<file path="src/common/periph_cfg.svh">
// Peripheral subsystem sizes.
// Bus widths, register window layout and event FIFO depth.
`ifndef PERIPH_CFG_SVH
`define PERIPH_CFG_SVH

`define PERIPH_WORD_WIDTH 32       // bus data width.
`define PERIPH_ADDR_WIDTH 8        // byte address width.

// word select bits inside one region, above the byte offset.
`define PERIPH_LOCAL_ADDR_WIDTH 2

// address bit that picks the event region over the timer region.
`define PERIPH_REGION_BIT 4

`define EVT_FIFO_DEPTH 8           // any power of two.

// occupancy count needs one bit more than the pointers.
`define EVT_LEVEL_WIDTH ($clog2(`EVT_FIFO_DEPTH) + 1)

`endif
</file>
<file path="src/common/bus_pkg.sv">
// Peripheral bus types.
// Request and response records plus the byte lane write merge.
`include "periph_cfg.svh"

package bus_pkg;

    localparam int STROBE_WIDTH = `PERIPH_WORD_WIDTH / 8;
    localparam int BYTE_OFFSET_BITS = $clog2(STROBE_WIDTH);  // low address bits inside a word.

    typedef logic [`PERIPH_WORD_WIDTH-1:0] word_t;
    typedef logic [`PERIPH_ADDR_WIDTH-1:0] addr_t;
    typedef logic [STROBE_WIDTH-1:0]       strobe_t;

    typedef struct packed {
        logic    valid;
        addr_t   address;
        strobe_t wstrobe;  // nonzero means write.
        word_t   wdata;
    } bus_req_t;

    typedef struct packed {
        logic  ready;
        word_t rdata;
    } bus_rsp_t;

    // replace the byte lanes of old_word that have their strobe set.
    function automatic word_t write_merge(
        input word_t   old_word,
        input word_t   wdata,
        input strobe_t wstrobe
    );
        word_t merged;
        merged = old_word;
        for (int i = 0; i < STROBE_WIDTH; i++) begin
            if (wstrobe[i]) begin
                merged[8*i +: 8] = wdata[8*i +: 8];
            end
        end
        return merged;
    endfunction

endpackage

</file>
<file path="src/common/timer_pkg.sv">
// Timer and event reader register map.
// Control word layout and the wrap event record.
`include "periph_cfg.svh"

package timer_pkg;

    typedef logic [`PERIPH_LOCAL_ADDR_WIDTH-1:0] local_addr_t;

    // timer region; the count register answers at 2 and 3.
    localparam local_addr_t CONTROL_ADDRESS = 2'd0;
    localparam local_addr_t REFILL_ADDRESS  = 2'd1;

    // event region.
    localparam local_addr_t EVT_STATUS_ADDRESS  = 2'd0;
    localparam local_addr_t EVT_DATA_ADDRESS    = 2'd1;
    localparam local_addr_t EVT_CONTROL_ADDRESS = 2'd2;

    // status word layout.
    localparam int EVT_OVERFLOW_BIT = 16;

    typedef struct packed {
        logic [`PERIPH_WORD_WIDTH-5:0] reserved;
        logic                          refill_enable;  // bit 3.
        logic                          irq_flag;       // bit 2.
        logic                          irq_enable;     // bit 1.
        logic                          count_enable;   // bit 0.
    } timer_ctrl_fields_t;

    // bus side sees the raw word, the timer decodes the fields.
    typedef union packed {
        bus_pkg::word_t     raw;
        timer_ctrl_fields_t fields;
    } timer_ctrl_u;

    // one record per wrap, fits one bus word.
    typedef struct packed {
        logic [15:0] seq;
        logic [15:0] refill_lo;
    } timer_event_t;

endpackage

</file>
<file path="src/source/timer_subsys_top.sv">
// Timer subsystem top level.
// Joins the decoder, timer, event FIFO and event reader on one bus.
`include "periph_cfg.svh"

module timer_subsys_top (
    input  logic              bus,
    input  logic              rst_n,
    input  bus_pkg::bus_req_t req,
    output bus_pkg::bus_rsp_t rsp,
    output logic              timer_irq,
    output logic              event_irq
);

    import bus_pkg::*;
    import timer_pkg::*;

    bus_req_t                    timer_req;
    bus_req_t                    evt_req;
    word_t                       timer_rdata;
    word_t                       evt_rdata;
    logic                        evt_push;
    timer_event_t                evt_data;
    logic                        pop;
    logic                        clear_overflow;
    timer_event_t                head;
    logic [`EVT_LEVEL_WIDTH-1:0] level;
    logic                        overflow;

    periph_decode u_decode (
        .bus         (bus),
        .req         (req),
        .timer_req   (timer_req),
        .evt_req     (evt_req),
        .timer_rdata (timer_rdata),
        .evt_rdata   (evt_rdata),
        .rsp         (rsp)
    );

    timer u_timer (
        .bus      (bus),
        .rst_n    (rst_n),
        .req      (timer_req),
        .rdata    (timer_rdata),
        .irq      (timer_irq),
        .evt_push (evt_push),
        .evt_data (evt_data)
    );

    event_fifo u_fifo (
        .bus            (bus),
        .rst_n          (rst_n),
        .push           (evt_push),
        .push_data      (evt_data),
        .pop            (pop),
        .clear_overflow (clear_overflow),
        .head           (head),
        .level          (level),
        .overflow       (overflow)
    );

    event_reader u_reader (
        .bus            (bus),
        .rst_n          (rst_n),
        .req            (evt_req),
        .rdata          (evt_rdata),
        .pop            (pop),
        .clear_overflow (clear_overflow),
        .head           (head),
        .level          (level),
        .overflow       (overflow),
        .irq            (event_irq)
    );

endmodule

</file>
<file path="src/event_fifo/event_reader.sv">
// Bus register block for the event FIFO.
// Status, data pop and irq enable, plus the event interrupt.
`include "periph_cfg.svh"

module event_reader (
    input  logic                        bus,
    input  logic                        rst_n,
    input  bus_pkg::bus_req_t           req,
    output bus_pkg::word_t              rdata,
    output logic                        pop,
    output logic                        clear_overflow,
    input  timer_pkg::timer_event_t     head,
    input  logic [`EVT_LEVEL_WIDTH-1:0] level,
    input  logic                        overflow,
    output logic                        irq
);

    import bus_pkg::*;
    import timer_pkg::*;

    local_addr_t local_addr;
    logic        irq_enable;
    logic        write_en;
    logic        read_en;
    word_t       status_word;
    word_t       control_word;
    word_t       control_next;

    assign local_addr = req.address[BYTE_OFFSET_BITS +: `PERIPH_LOCAL_ADDR_WIDTH];
    assign write_en   = req.valid && (req.wstrobe != '0);
    assign read_en    = req.valid && (req.wstrobe == '0);

    // data read pops at the edge, never on an empty FIFO.
    assign pop            = read_en && (local_addr == EVT_DATA_ADDRESS) && (level != '0);
    assign clear_overflow = write_en && (local_addr == EVT_STATUS_ADDRESS);

    always_comb begin
        status_word                   = '0;
        status_word[`EVT_LEVEL_WIDTH-1:0] = level;
        status_word[EVT_OVERFLOW_BIT] = overflow;
    end

    assign control_word = {{(`PERIPH_WORD_WIDTH-1){1'b0}}, irq_enable};
    assign control_next = write_merge(control_word, req.wdata, req.wstrobe);

    always_ff @(posedge bus) begin
        if (!rst_n) begin
            irq_enable <= 1'b0;
        end else if (write_en && local_addr == EVT_CONTROL_ADDRESS) begin
            irq_enable <= control_next[0];
        end
    end

    always_comb begin
        case (local_addr)
            EVT_STATUS_ADDRESS:  rdata = status_word;
            EVT_DATA_ADDRESS:    rdata = head;  // record read back raw.
            EVT_CONTROL_ADDRESS: rdata = control_word;
            default:             rdata = '0;
        endcase
    end

    assign irq = irq_enable && (level != '0);

endmodule

</file>
<file path="src/event_fifo/event_fifo.sv">
// Circular FIFO of timer wrap records.
// Keeps an occupancy count and a sticky overflow flag for dropped pushes.
`include "periph_cfg.svh"

module event_fifo (
    input  logic                         bus,
    input  logic                         rst_n,
    input  logic                         push,
    input  timer_pkg::timer_event_t      push_data,
    input  logic                         pop,
    input  logic                         clear_overflow,
    output timer_pkg::timer_event_t      head,
    output logic [`EVT_LEVEL_WIDTH-1:0]  level,
    output logic                         overflow
);

    import timer_pkg::*;

    localparam int PTR_WIDTH = $clog2(`EVT_FIFO_DEPTH);

    timer_event_t         mem [`EVT_FIFO_DEPTH];
    logic [PTR_WIDTH-1:0] wr_ptr;
    logic [PTR_WIDTH-1:0] rd_ptr;
    logic                 full;
    logic                 empty;
    logic                 do_push;
    logic                 do_pop;

    assign full    = (level == `EVT_FIFO_DEPTH);
    assign empty   = (level == '0);
    assign do_push = push && !full;   // full drops the newest record.
    assign do_pop  = pop && !empty;

    always_ff @(posedge bus) begin
        if (do_push) begin
            mem[wr_ptr] <= push_data;
        end
    end

    always_ff @(posedge bus) begin
        if (!rst_n) begin
            wr_ptr <= '0;
            rd_ptr <= '0;
            level  <= '0;
        end else begin
            if (do_push) begin
                wr_ptr <= wr_ptr + 1'b1;  // wraps at depth.
            end
            if (do_pop) begin
                rd_ptr <= rd_ptr + 1'b1;
            end
            case ({do_push, do_pop})
                2'b10:   level <= level + 1'b1;
                2'b01:   level <= level - 1'b1;
                default: level <= level;
            endcase
        end
    end

    // a drop in the same cycle as a clear still counts.
    always_ff @(posedge bus) begin
        if (!rst_n) begin
            overflow <= 1'b0;
        end else if (push && full) begin
            overflow <= 1'b1;
        end else if (clear_overflow) begin
            overflow <= 1'b0;
        end
    end

    assign head = mem[rd_ptr];

endmodule

</file>
<file path="src/timer/timer.sv">
// Up-counting timer with refill reload and sticky interrupt flag.
// Emits a wrap event record on every reload through zero.
`include "periph_cfg.svh"

module timer (
    input  logic                    bus,
    input  logic                    rst_n,
    input  bus_pkg::bus_req_t       req,
    output bus_pkg::word_t          rdata,
    output logic                    irq,
    output logic                    evt_push,
    output timer_pkg::timer_event_t evt_data
);

    import bus_pkg::*;
    import timer_pkg::*;

    local_addr_t local_addr;
    timer_ctrl_u ctrl_reg;
    word_t       refill_reg;
    word_t       count_reg;
    logic [15:0] seq_reg;
    logic        write_en;
    logic        wrap;

    assign local_addr = req.address[BYTE_OFFSET_BITS +: `PERIPH_LOCAL_ADDR_WIDTH];
    assign write_en   = req.valid && (req.wstrobe != '0);
    assign wrap       = ctrl_reg.fields.count_enable && (count_reg == '0);

    always_ff @(posedge bus) begin
        if (!rst_n) begin
            ctrl_reg.raw <= '0;
        end else if (write_en && local_addr == CONTROL_ADDRESS) begin
            ctrl_reg.raw <= write_merge(ctrl_reg.raw, req.wdata, req.wstrobe);
        end else begin
            ctrl_reg.fields.refill_enable <= 1'b0;  // one-shot load.
            if (wrap && ctrl_reg.fields.irq_enable) begin
                ctrl_reg.fields.irq_flag <= 1'b1;
            end
        end
    end

    always_ff @(posedge bus) begin
        if (!rst_n) begin
            refill_reg <= '0;
        end else if (write_en && local_addr == REFILL_ADDRESS) begin
            refill_reg <= write_merge(refill_reg, req.wdata, req.wstrobe);
        end
    end

    always_ff @(posedge bus) begin
        if (!rst_n) begin
            count_reg <= '0;
        end else if (ctrl_reg.fields.refill_enable || wrap) begin
            count_reg <= refill_reg;  // refill load or reload on the zero cycle.
        end else if (ctrl_reg.fields.count_enable) begin
            count_reg <= count_reg + 1'b1;
        end
    end

    // wrap sequence number, advances with each pushed record.
    always_ff @(posedge bus) begin
        if (!rst_n) begin
            seq_reg <= '0;
        end else if (wrap) begin
            seq_reg <= seq_reg + 1'b1;
        end
    end

    assign evt_push           = wrap;
    assign evt_data.seq       = seq_reg;
    assign evt_data.refill_lo = refill_reg[15:0];

    always_comb begin
        case (local_addr)
            CONTROL_ADDRESS: rdata = ctrl_reg.raw;
            REFILL_ADDRESS:  rdata = refill_reg;
            default:         rdata = count_reg;  // 2 and 3.
        endcase
    end

    assign irq = ctrl_reg.fields.irq_flag;

endmodule

</file>
<file path="src/source/periph_decode.sv">
// Address decoder for the peripheral bus.
// Routes requests to the timer or event region and muxes read data back.
`include "periph_cfg.svh"

module periph_decode (
    input  logic              bus,
    input  bus_pkg::bus_req_t req,
    output bus_pkg::bus_req_t timer_req,
    output bus_pkg::bus_req_t evt_req,
    input  bus_pkg::word_t    timer_rdata,
    input  bus_pkg::word_t    evt_rdata,
    output bus_pkg::bus_rsp_t rsp
);

    logic evt_sel;  // high selects the event region.

    assign evt_sel = req.address[`PERIPH_REGION_BIT];

    // both regions see the full request, only one gets valid.
    always_comb begin
        timer_req       = req;
        timer_req.valid = req.valid && !evt_sel;
    end

    always_comb begin
        evt_req       = req;
        evt_req.valid = req.valid && evt_sel;
    end

    // no wait states on this bus.
    assign rsp.ready = req.valid;

    always_comb begin
        if (evt_sel) begin
            rsp.rdata = evt_rdata;
        end else begin
            rsp.rdata = timer_rdata;
        end
    end

endmodule

</file>
<file path="config.mk">
export PLATFORM = sky130hd
export DESIGN_NAME = timer_subsys_top
export DESIGN_NICKNAME = d
export VERILOG_FILES = /design/src/common/bus_pkg.sv /design/src/common/timer_pkg.sv /design/src/source/timer_subsys_top.sv /design/src/event_fifo/event_reader.sv /design/src/event_fifo/event_fifo.sv /design/src/timer/timer.sv /design/src/source/periph_decode.sv
export VERILOG_INCLUDE_DIRS = /design/src /design/src/common
export SDC_FILE = /design/constraint.sdc
export NUM_CORES = 1
export LEC_CHECK = 0
export CAP_MARGIN = 20
export CORE_MARGIN = 2
export CORE_UTILIZATION = 60
export CTS_CLUSTER_SIZE = 12
export DETAILED_ROUTE_END_ITERATION = 16
export DONT_BUFFER_PORTS = 1
export PLACE_DENSITY = 0.79
export SYNTH_ARGS = -nofsm -noshare
export SYNTH_HDL_FRONTEND = slang
export SYNTH_SLANG_ARGS = --single-unit
</file>
<file path="constraint.sdc">
create_clock -name bus -period 4.9 [get_ports bus]
set_input_delay 0.735 -clock bus [delete_from_list [all_inputs] [get_ports bus]]
set_output_delay 0.735 -clock bus [all_outputs]
set_load 0.03 [all_outputs]
</file>
# [After elaboration in Yosys (flattened, before gate mapping)]
# Memories as Yosys holds them, arrays and structs flattened. A register that Yosys moved wholly into a read port is not among the register bits.
# Cells that the tools add are included.
[op_classes] addsub=6 multipliers=0 div_mod_pow=0 order_cmp=0 eq_ne=6 shifts=0 mux=15 bitwise=0 n_reduce_logical=42
[op_table] operator="$mux 32" count=3
[op_table] operator="$pmux 32 s3" count=1
[op_table] operator="$pmux 32 s2" count=1
[op_table] operator="$add 32x1->32 const B" count=1
[op_table] operator="$logic_not 32->1" count=1
[op_table] operator="$reduce_and 2->1" count=11
[op_table] operator="$logic_and 1x1->1" count=17
[op_table] operator="$add 16x1->16 const B" count=1
[op_table] operator="$mux 3" count=3
[op_table] operator="$logic_not 4->1" count=2
[op_table] operator="$pmux 4 s2" count=1
[op_table] operator="$reduce_bool 2->1" count=4
[op_table] operator="$reduce_bool 4->1" count=2
[op_table] operator="$add 3x1->3 const B" count=2
[op_table] operator="$mux 1" count=6
[op_table] operator="$add 4x1->4 const B" count=1
[op_table] operator="$eq 2x1->1 const B" count=2
[op_table] operator="$eq 2x2->1 const B" count=2
[op_table] operator="$eq 4x4->1 const B" count=1
[op_table] operator="$sub 4x1->4 const B" count=1
[op_table] operator="$logic_not 1->1" count=3
[op_table] operator="$logic_not 2->1" count=1
[op_table] operator="$ne 2x2->1 const B" count=1
[op_table] operator="$logic_or 1x1->1" count=1
[word_totals] ff_bits=124 latchBits=0 ram_bits=256 rom_bits=0 input_bits=47 output_inout_bits=35 mem_count=1
[memory_table] name="u_fifo.mem" words=8 word_bits=32 read_ports=1 rd_clocked_by_memory_dff=1 write_ports=1 line_no="event_fifo.sv:21" source="timer_event_t mem [`EVT_FIFO_DEPTH];"

# [Depth between registers and ports, before layout]
# Gate-level depths: netlist of the first run.
[depth] depth_word=7 mapped_depth=13 depth_no_buf=13

# [Hierarchy]
# From an unflattened synthesis of the first run, not the netlist that was laid out.
[unflattened] hier_cells=1332 area_unflattened_um2=17510.5
[by_module_without_submodules] mod="event_fifo" instances=1 cells_per_inst=448 area_each_um2=10322.4
[by_module_without_submodules] mod="timer" instances=1 cells_per_inst=703 area_each_um2=5552.8
[by_module_without_submodules] mod="periph_decode" instances=1 cells_per_inst=127 area_each_um2=1212.4
[by_module_without_submodules] mod="event_reader" instances=1 cells_per_inst=54 area_each_um2=422.9

# [Least setup slack after synthesis of the first run]
# OpenSTA, ideal clock, no wires.
[synth_timing] path_kind="reg-to-reg" from="register u_timer.count_reg[0]" to="memory u_fifo.mem[4][0] (netlist bit), enable pin" arrival_time_ns=3.916 required_ns=4.432 setup_slack_ns=0.516 stages_incl_launch_ff=8 path_buffers=0 period_less_slack_ns=4.384 cell_sequence="dfxtp_1 > inv_1 > ha_1 > nor4b_2 > nand4_4 > nor3_2 > nand2b_1 > nor3b_1"
[synth_between] elab_chain_cells=5
[synth_lines] element="start: declaration" line_no="timer.sv:21" source="word_t count_reg;"
[synth_lines] element="start signal: assignment" line_no="timer.sv:55" source="count_reg <= refill_reg;"
[synth_lines] element="start signal: assignment" line_no="timer.sv:57" source="count_reg <= count_reg + 1'b1;"
[synth_lines] element="$logic_not 32->1" line_no="timer.sv:28" source="assign wrap = ctrl_reg.fields.count_enable && (count_reg == '0);"
[synth_lines] element="$logic_and 1x1->1" line_no="timer.sv:28"
[synth_lines] element="$logic_and 1x1->1" line_no="event_fifo.sv:31" source="assign do_push = push && !full;"
[synth_lines] element="$mux 1" line_no="event_fifo.sv:35" source="if (do_push) begin"
[synth_lines] element="$mux 1 (not written as such)" line_no="event_fifo.sv:36" source="mem[wr_ptr] <= push_data;"
[synth_lines] element="end: declaration" line_no="event_fifo.sv:21"
# Every way passes these cells.

==> results of run 1 <==
cell type report:
cell class	instances	area, um^2	area share, %
Inverter	5	20.02	0.1116
Multi-Input combinational cell	747	5774	32.18
Sequential cell	383	10240	57.05
Clock buffer	65	1156	6.443
Tap cell	341	426.7	2.378
Clock inverter	9	100.1	0.5578
Timing Repair Buffer	24	230.2	1.283
through the flow:
| step | setup slack (ps) | instances | instance area [um^2] | hold WS (ps) |
|---|---|---|---|---|
| 2_1_floorplan | 515.9 | 1220 | 16350 | 435.7 |
| 3_3_place_gp | 1438 | 1500 | 16690 | 444.9 |
| 3_5_place_dp | 1291 | 1500 | 16690 | 446.9 |
| 4_1_cts | 1247 | 1574 | 17940 | 333.1 |
| 5_1_grt | 1024 | 1574 | 17940 | 339.6 |
| 6_report | 1260 | 1574 | 17940 | 341.1 |
logic make-up after synthesis:
logic type | count (synthesis) | share of synthesized area, %
fa+ha+maj | 8 | 0.6121
xor+xnor | 53 | 2.838
flops | 383 | 62.55
buf+inv | 90 | 2.509
compound gates | 198 | 6.625
simple gates | 353 | 11.70
mux | 135 | 13.17
final timing paths:
| check | to | slack [ps] | depth (start not counted) |
|---|---|---|---|
| setup / recovery | rsp[21] | 1260 | 4 |
| hold reg to reg | u_timer.ctrl_reg[12] | 460 | 2 |
| hold / removal | u_timer.count_reg[30] | 340 | 2 |
| setup reg to reg | u_fifo.mem[2][21] | 1270 | 8 |
cell usage in the layout (no fill, tap or decap), types with 4 or more instances in the layout:
master     instances
clkinv_2           4
xor2_1            14
nand4_1           12
nand3_1           77
clkbuf_1          20
clkbuf_8           4
nand2b_1           5
xnor2_1           39
nor2_1            78
o21ai_0           30
mux4_2            64
inv_1              4
ha_1               8
dfxtp_1          124
mux2i_1           70
a211o_1            5
edfxtp_1         256
buf_4             20
nor4_2            12
nor4_1            11
clkbuf_16         41
nor4_4             5
buf_12             4
a21oi_1          121
and3_1             6
nand2_1           98
o22ai_1           27
a211oi_1          11
nor3b_2            4
nor3_1             8
and4_1            10
synth_stat cells (14+ instances only):
cell type  count
edfxtp_1     256
dfxtp_1      127
a21oi_1      121
nand2_1       98
nor2_1        81
nand3_1       77
mux2i_1       70
mux4_2        64
clkbuf_1      54
xnor2_1       39
o21ai_0       30
o22ai_1       27
buf_2         18
xor2_1        14
power breakdown:
| group | internal (mW) | switching [mW] | total (mW) |
|---|---|---|---|
| sequential | 3.42 | 0.0209 | 3.44 |
| combinational | 0.0442 | 0.101 | 0.146 |
| clock | 1.72 | 1.19 | 2.91 |
| total | 5.19 | 1.31 | 6.50 |
routing by layer:
metal	vias up	part of all wire (%)
met1	5235	39
met4	0	3.4
met5	-	0
li1	4607	-
met2	478	49
met3	94	8.3
==> results.tsv, run 1 <==
metric	value	unit
status	complete, no violations	
core-area	0.02688	mm^2
setup_viol_count_final	0	
worstHoldPathType	in2reg	
power_per_cell_area	362.3	mW/mm^2
worstSetupPathType	reg2out	
final_nets	1256	
p_total	6.502	mW
vias	10410	
cp_max_fo	46	
wirelength	38840	um
grt_max_degree	72	
synth_top_area_share	47.00	%
synth_area_leaders	edfxtp_1, dfxtp_1, mux4_2	
end_kind	primary output	
vdd_drop_max	0.0002178	V
maxSlewHeadroom	20.04	%
die_area	0.02859	mm^2
tightest_slew	1187	ps
clock_path_buffers	3	
cpPeakStageDelay	600	ps
cp_cell_sequence	buf_12, mux4_2, mux2i_1, o22ai_1	
worstPathRequired	4160	ps
track_usage	27.52	%
insertion_delay	530	ps
yosys.area.top_type	edfxtp_1	
htreeDepth	2	
start_util	60.85	%
io_buffers	0	
antenna_found_initial	1	
cts_buffers	40	
gp_congestion	0.8199	
final_util	66.76	%
yosysWarnings	0	
dp_hpwl	24110	um
cts_resized	0	
syn_inst	1220	
seq_area_frac_synth	62.55	%
drv_slew	0	
worstPathArrival	2900	ps
ys.flop_type	edfxtp_1	
use_met1	35.40	%
syn_to_final_growth	9.716	%
worst_hold_startpoint	rst_n	
syn_nets	1275	
crit_path_start_kind	flip-flop	
root_buffer	clkbuf_16	
rows	60	
fill_cells	1809	
rsz0062_at_grt	no	
die_height	169.1	um
route.detailed.drc	0	
tns	0	ps
synthArstFlopShare	0	%
path_clk_slew	60	ps
die_x	169.1	um
critical-path-top-delay-family	multiplexers	
first_pass_iters	5	
crit_buf_inv	1	
hold_viol	0	
regMostFlops	u_fifo.mem	
cts.sinks	383	
min_period	3640	ps
vias_per_cell	6.616	
ctsHoldBuffers	0	
grtUsageMet3	5.635	%
ys_ff_latch	383	
ys_types	51	
grt_pass1_vias	10230	
drv_cap	0	
grt_busiest_layer	met2	
r2r-start	u_timer.count_reg[0]	
drt_iter0_markers	1141	
fmax	274.8	MHz
p_leak	5.655	nW
detail_route.wl_per_cell	24.67	um
ant_nets	0	
postCtsSetupBuffers	0	
cts_tree	done	
grt-ovfl-total	0	
grt_pass1_wl	59420	um
n_antenna_cell	0	
avgSynthCellArea	13.41	um^2
use_met2	46.40	%
synth_area	0.01635	mm^2
largest_reg_flops	256	
critPathSlowestCell	dfxtp_4	
final_layout_size_suffix_gt1_share	14.68	%
skew	11.08	ps
finalCritPeriodShare	74.28	%
synth_edf_count	256	
io_pins	82	
Note: power is estimated with default switching activity, not from simulation.
==> run 2: changes to the inputs <==
--- a/config.mk
+++ b/config.mk
@@ -8,11 +8,11 @@
 export LEC_CHECK = 0
 export CAP_MARGIN = 20
 export CORE_MARGIN = 2
-export CORE_UTILIZATION = 60
+export CORE_UTILIZATION = 57
 export CTS_CLUSTER_SIZE = 12
 export DETAILED_ROUTE_END_ITERATION = 16
 export DONT_BUFFER_PORTS = 1
-export PLACE_DENSITY = 0.79
+export PLACE_DENSITY = 0.78
 export SYNTH_ARGS = -nofsm -noshare
 export SYNTH_HDL_FRONTEND = slang
 export SYNTH_SLANG_ARGS = --single-unit
==> constraint.sdc (replaced) <==
create_clock -name bus -period 3.3 [get_ports bus]
set_input_delay 0.495 -clock bus [delete_from_list [all_inputs] [get_ports bus]]
set_output_delay 0.495 -clock bus [all_outputs]
set_load 0.03 [all_outputs]
==> results.tsv, run 2 (same netlist as run 1, synthesis figures left out) <==
metric	value	unit
gp_congestion	0.8349	
power_per_cell_area	514.7	mW/mm^2
rows	62	
cts.sinks	383	
ctsHoldBuffers	0	
design_area	0.01828	mm^2
core-area	0.02847	mm^2
drv_cap	0	
r2r-start	u_timer.count_reg[0]	
route.detailed.drc	0	
start_util	57.44	%
status	complete, no violations	
io_buffers	0	
min_period	3102	ps
final_util	64.22	%
syn_to_final_growth	11.79	%
cp_max_fo	16	
p_sw	1.889	mW
reg2reg_to	u_fifo.level[2]	
cts_buffers	38	
largest_reg_flops	256	
die_x	173.4	um
p_total	9.410	mW
grt-ovfl-total	0	
min_to	u_timer.ctrl_reg[31]	
stdcell_count	1647	
end_kind	primary output	
htreeDepth	2	
fmax	322.4	MHz
grt_pass1_wl	58620	um
root_buffer	clkbuf_16	
final_nets	1289	
cts_tree	done	
die_height	173.4	um
hold_ws	120.1	ps
seq_power_share	54.3	%
drv_slew	0	
worstSetupPathType	reg2out	
first_pass_iters	5	
drt_iter0_markers	1000	
grt_pass1_vias	10190	
worst_hold_startpoint	req[31]	
place_area	0.01710	mm^2
vias_per_cell	6.353	
grt_max_degree	72	
dp_hpwl	23050	um
io_pins	82	
ant_nets	0	
vdd_drop_max	0.0002988	V
hold_viol	0	
clock_path_buffers	3	
rsz0062_at_grt	no	
path_clk_slew	60	ps
vias	10460	
fill_cells	2010	
crit_path_start_kind	flip-flop	
n_antenna_cell	0	
maxSlewHeadroom	26.96	%
antenna_found_initial	0	
worstPathRequired	2800	ps
worstPathArrival	2610	ps
insertion_delay	520	ps
layout_commonest_cell	edfxtp_1	
skew	11.51	ps
wirelength	38670	um
final_layout_size_suffix_gt1_share	16.39	%
setup_viol_count_final	0	
dp_cells	1575	
intPower	7.521	mW
worst_r2r_path_depth	13	
worstHoldPathType	in2reg	
pwr-share-comb	2.5	%
finalCritPeriodShare	94.00	%
regMostFlops	u_fifo.mem	
p_leak	5.811	nW
tightest_slew	1084	ps
die_area	0.03006	mm^2
clockPowerShare	43.2	%
regToRegSetupSlack	360	ps
track_usage	25.48	%
swShare	20.07	%
layout_common_cells	edfxtp_1, dfxtp_1, a21oi_1	
min_path_cells	2	
detail_route.wl_per_cell	23.48	um
[run 2: cell type report]
| type | instances | area, um^2 | area share, % |
|---|---|---|---|
| clock buffer | 67 | 1112 | 6.084 |
| clock inverter | 2 | 38.79 | 0.2122 |
| inverter | 5 | 20.02 | 0.1095 |
| multi-input combinational | 747 | 5782 | 31.62 |
| sequential | 383 | 10240 | 55.99 |
| tap | 384 | 480.5 | 2.628 |
| timing repair buffer | 59 | 613.1 | 3.353 |
[run 2: worst max-delay path by stage]
stage	endpoint	start	slack, ps
after floorplan	u_fifo.mem[5][0]	u_timer.count_reg[0]	-1060
after global placement	u_fifo.level[2]	u_timer.count_reg[0]	450
after detailed placement	u_fifo.level[2]	u_timer.count_reg[0]	420
after CTS	rsp[11]	flip-flop	160
after global routing	rsp[11]	flip-flop	120
final	rsp[30]	flip-flop	200
[run 2: per-stage QoR]
step / setup TNS, ps / worst slack, ps
floorplan: -123190 / -1060
global placement: 0 / 453.4
finish: 0 / 198.1
CTS: 0 / 157.3
global route: 0 / 122.3
detailed placement: 0 / 418.7
[run 2: layer usage]
metal | track usage [%] | part of all wire [%] | up-vias
li1 | - | - | 4670
met1 | 33.37 | 38 | 5195
met2 | 42.57 | 50 | 509
met3 | 4.386 | 8.2 | 89
met4 | 10.49 | 3.8 | 0
met5 | 0 | 0 | -
[run 2: what timing repair did]
action                                  in CTS  in global routing
resized for setup                            1                  0
setup buffers                                3                  0
hold endpoints to repair                     0                  0
endpoints found under the setup margin       1                  0
[run 2: power by group through the flow]
stage / sequential (mW) / combinational [mW] / clock (mW)
after detailed placement: 5.22 / 0.229 / 0
final: 5.11 / 0.232 / 4.07
after global routing: 5.11 / 0.246 / 4.32
after CTS: 5.11 / 0.231 / 4.12
after global placement: 5.21 / 0.224 / 0
after floorplan: 5.20 / 0.214 / 0
[run 2: worst max-delay path, cell delays in order (launching register included)]
cell and delay, ps:
dfxtp_4 420, buf_12 200, mux4_2 520, mux2i_1 500
o22ai_1 200, buf_4 230
==> run 3: changes to the inputs <==
--- a/config.mk
+++ b/config.mk
@@ -12,7 +12,7 @@
 export CTS_CLUSTER_SIZE = 12
 export DETAILED_ROUTE_END_ITERATION = 16
 export DONT_BUFFER_PORTS = 1
-export PLACE_DENSITY = 0.78
+export PLACE_DENSITY = 0.76
 export SYNTH_ARGS = -nofsm -noshare
 export SYNTH_HDL_FRONTEND = slang
 export SYNTH_SLANG_ARGS = --single-unit
==> constraint.sdc (replaced) <==
create_clock -name bus -period 3.3 [get_ports bus]
set_input_delay 0.33 -clock bus [delete_from_list [all_inputs] [get_ports bus]]
set_output_delay 0.33 -clock bus [all_outputs]
set_load 0.03 [all_outputs]
==> results.tsv, run 3 (same netlist as run 1, synthesis figures left out) <==
metric	value	unit
maxSlewHeadroom	26.26	%
crit_path_start_kind	flip-flop	
design_area	0.01889	mm^2
die_height	173.4	um
grtUsageMet3	4.912	%
place_area	0.01712	mm^2
min_period	3180	ps
tightest_slew	1095	ps
fill_cells	1943	
wirelength	40440	um
finalCritPeriodShare	96.35	%
status	complete, no violations	
worstHoldPathType	in2reg	
track_usage	26.72	%
worst_slack	120.5	ps
path_common_cell	buf_4	
die_x	173.4	um
layout_common_cells	edfxtp_1, dfxtp_1, a21oi_1	
vias	10810	
p_leak	6.075	nW
insertion_delay	560	ps
grt_pass1_wl	61630	um
clock_path_buffers	3	
r2r-start	u_timer.count_reg[0]	
drt_iter0_markers	1209	
io_buffers	0	
grt_busiest_layer	met2	
vias_per_cell	6.296	
end_kind	primary output	
layout_commonest_cell	edfxtp_1	
largest_reg_flops	256	
cts_tree	done	
root_buffer	clkbuf_16	
detail_route.wl_per_cell	23.55	um
worstPathArrival	2850	ps
drv_cap	0	
dp_hpwl	24390	um
hold_ws	12.85	ps
io_pins	82	
ant_nets	0	
syn_to_final_growth	15.48	%
cp_cell_sequence	buf_4, mux4_2, mux2i_1, o22ai_1, buf_4	
min_path_cells	2	
worst_hold_startpoint	req[39]	
use_met1	35.45	%
cts.sinks	383	
rows	62	
vdd_drop_max	0.0003728	V
setup_viol_count_final	0	
regMostFlops	u_fifo.mem	
dp_cells	1590	
use_met2	44.08	%
stdcell_count	1717	
path_clk_slew	60	ps
route.detailed.drc	0	
drv_slew	0	
rsz0062_at_grt	no	
core-area	0.02847	mm^2
grt_pass1_vias	10650	
cp_max_fo	17	
hold_viol	0	
skew	29.73	ps
antenna_found_initial	2	
die_area	0.03006	mm^2
power_per_cell_area	510.5	mW/mm^2
grt_max_degree	72	
postCtsSetupBuffers	0	
critical-path-top-delay-family	multiplexers	
crit_cells	5	
fmax	314.5	MHz
start_util	57.44	%
tns	0	ps
grt-ovfl-total	0	
cts_buffers	40	
gp_congestion	0.8597	
cpPeakStageDelay	580	ps
first_pass_iters	7	
crit_buf_inv	2	
worstPathRequired	2970	ps
worst_r2r_path_depth	13	
final_layout_size_suffix_gt1_share	17.05	%
htreeDepth	2	
worstSetupPathType	reg2out	
dp_slack	413.9	ps
final_nets	1355	
critPathSlowestCell	mux4_2	
## run 3: stage by stage
stage | total power [mW] | utilization [%]
3_5_place_dp | 5.444 | 60.13
3_3_place_gp | 5.441 | 60.13
2_1_floorplan | 5.419 | -
6_report | 9.642 | 66.34
5_1_grt | 9.878 | 66.32
4_1_cts | 9.682 | 66.32
## run 3: path summary, 6_finish.rpt
kind | end | slack [ps]
worst max-delay path | rsp[26] | 120
worst min-delay path | u_fifo.overflow | 10
worst max register to register | u_fifo.level[2] | 390
worst min register to register | u_timer.ctrl_reg[6] | 460
## run 3: per-layer routing
layer	share of wire [%]	routed length (um)
met5	0	0
met4	3.6	1437
met3	8.2	3328
met2	49	19720
met1	39	15960
## run 3: cell type report
type                            instances  area [um^2]  area share [%]
Sequential cell                       383        10240           54.20
Multi-Input combinational cell        747         5787           30.64
Clock buffer                           64         1131           5.989
Timing Repair Buffer                  123         1116           5.909
Tap cell                              384        480.5           2.544
Clock inverter                          9        111.4          0.5896
Inverter                                5        20.02          0.1060
Antenna cell                            2        5.005         0.02650
## run 3: power by group
part | switching (mW) | leakage (nW) | total (mW) | internal, mW
logic | 0.182 | 2.01 | 0.295 | 0.113
registers | 0.0305 | 3.47 | 5.11 | 5.08
clock network | 1.85 | 0.594 | 4.23 | 2.38
total | 2.06 | 6.07 | 9.64 | 7.58
## run 3: what timing repair did
action                                 4_1_cts  5_1_grt
hold buffers                                52        0
endpoints found under the hold margin       84        0
gates resized for setup                      0        0
## run 3: worst reg2reg max path: cells and delay by family (launching register included)
| kind | cells | cell delay (ps) |
|---|---|---|
| buffers and inverters | 2 | 210 |
| DFF | 1 | 380 |
| adders and majority gates | 3 | 570 |
| and+or+nand+nor | 4 | 1110 |
| AOI/OAI and AO/OA | 2 | 280 |
| xor gates and xnor gates | 2 | 260 |
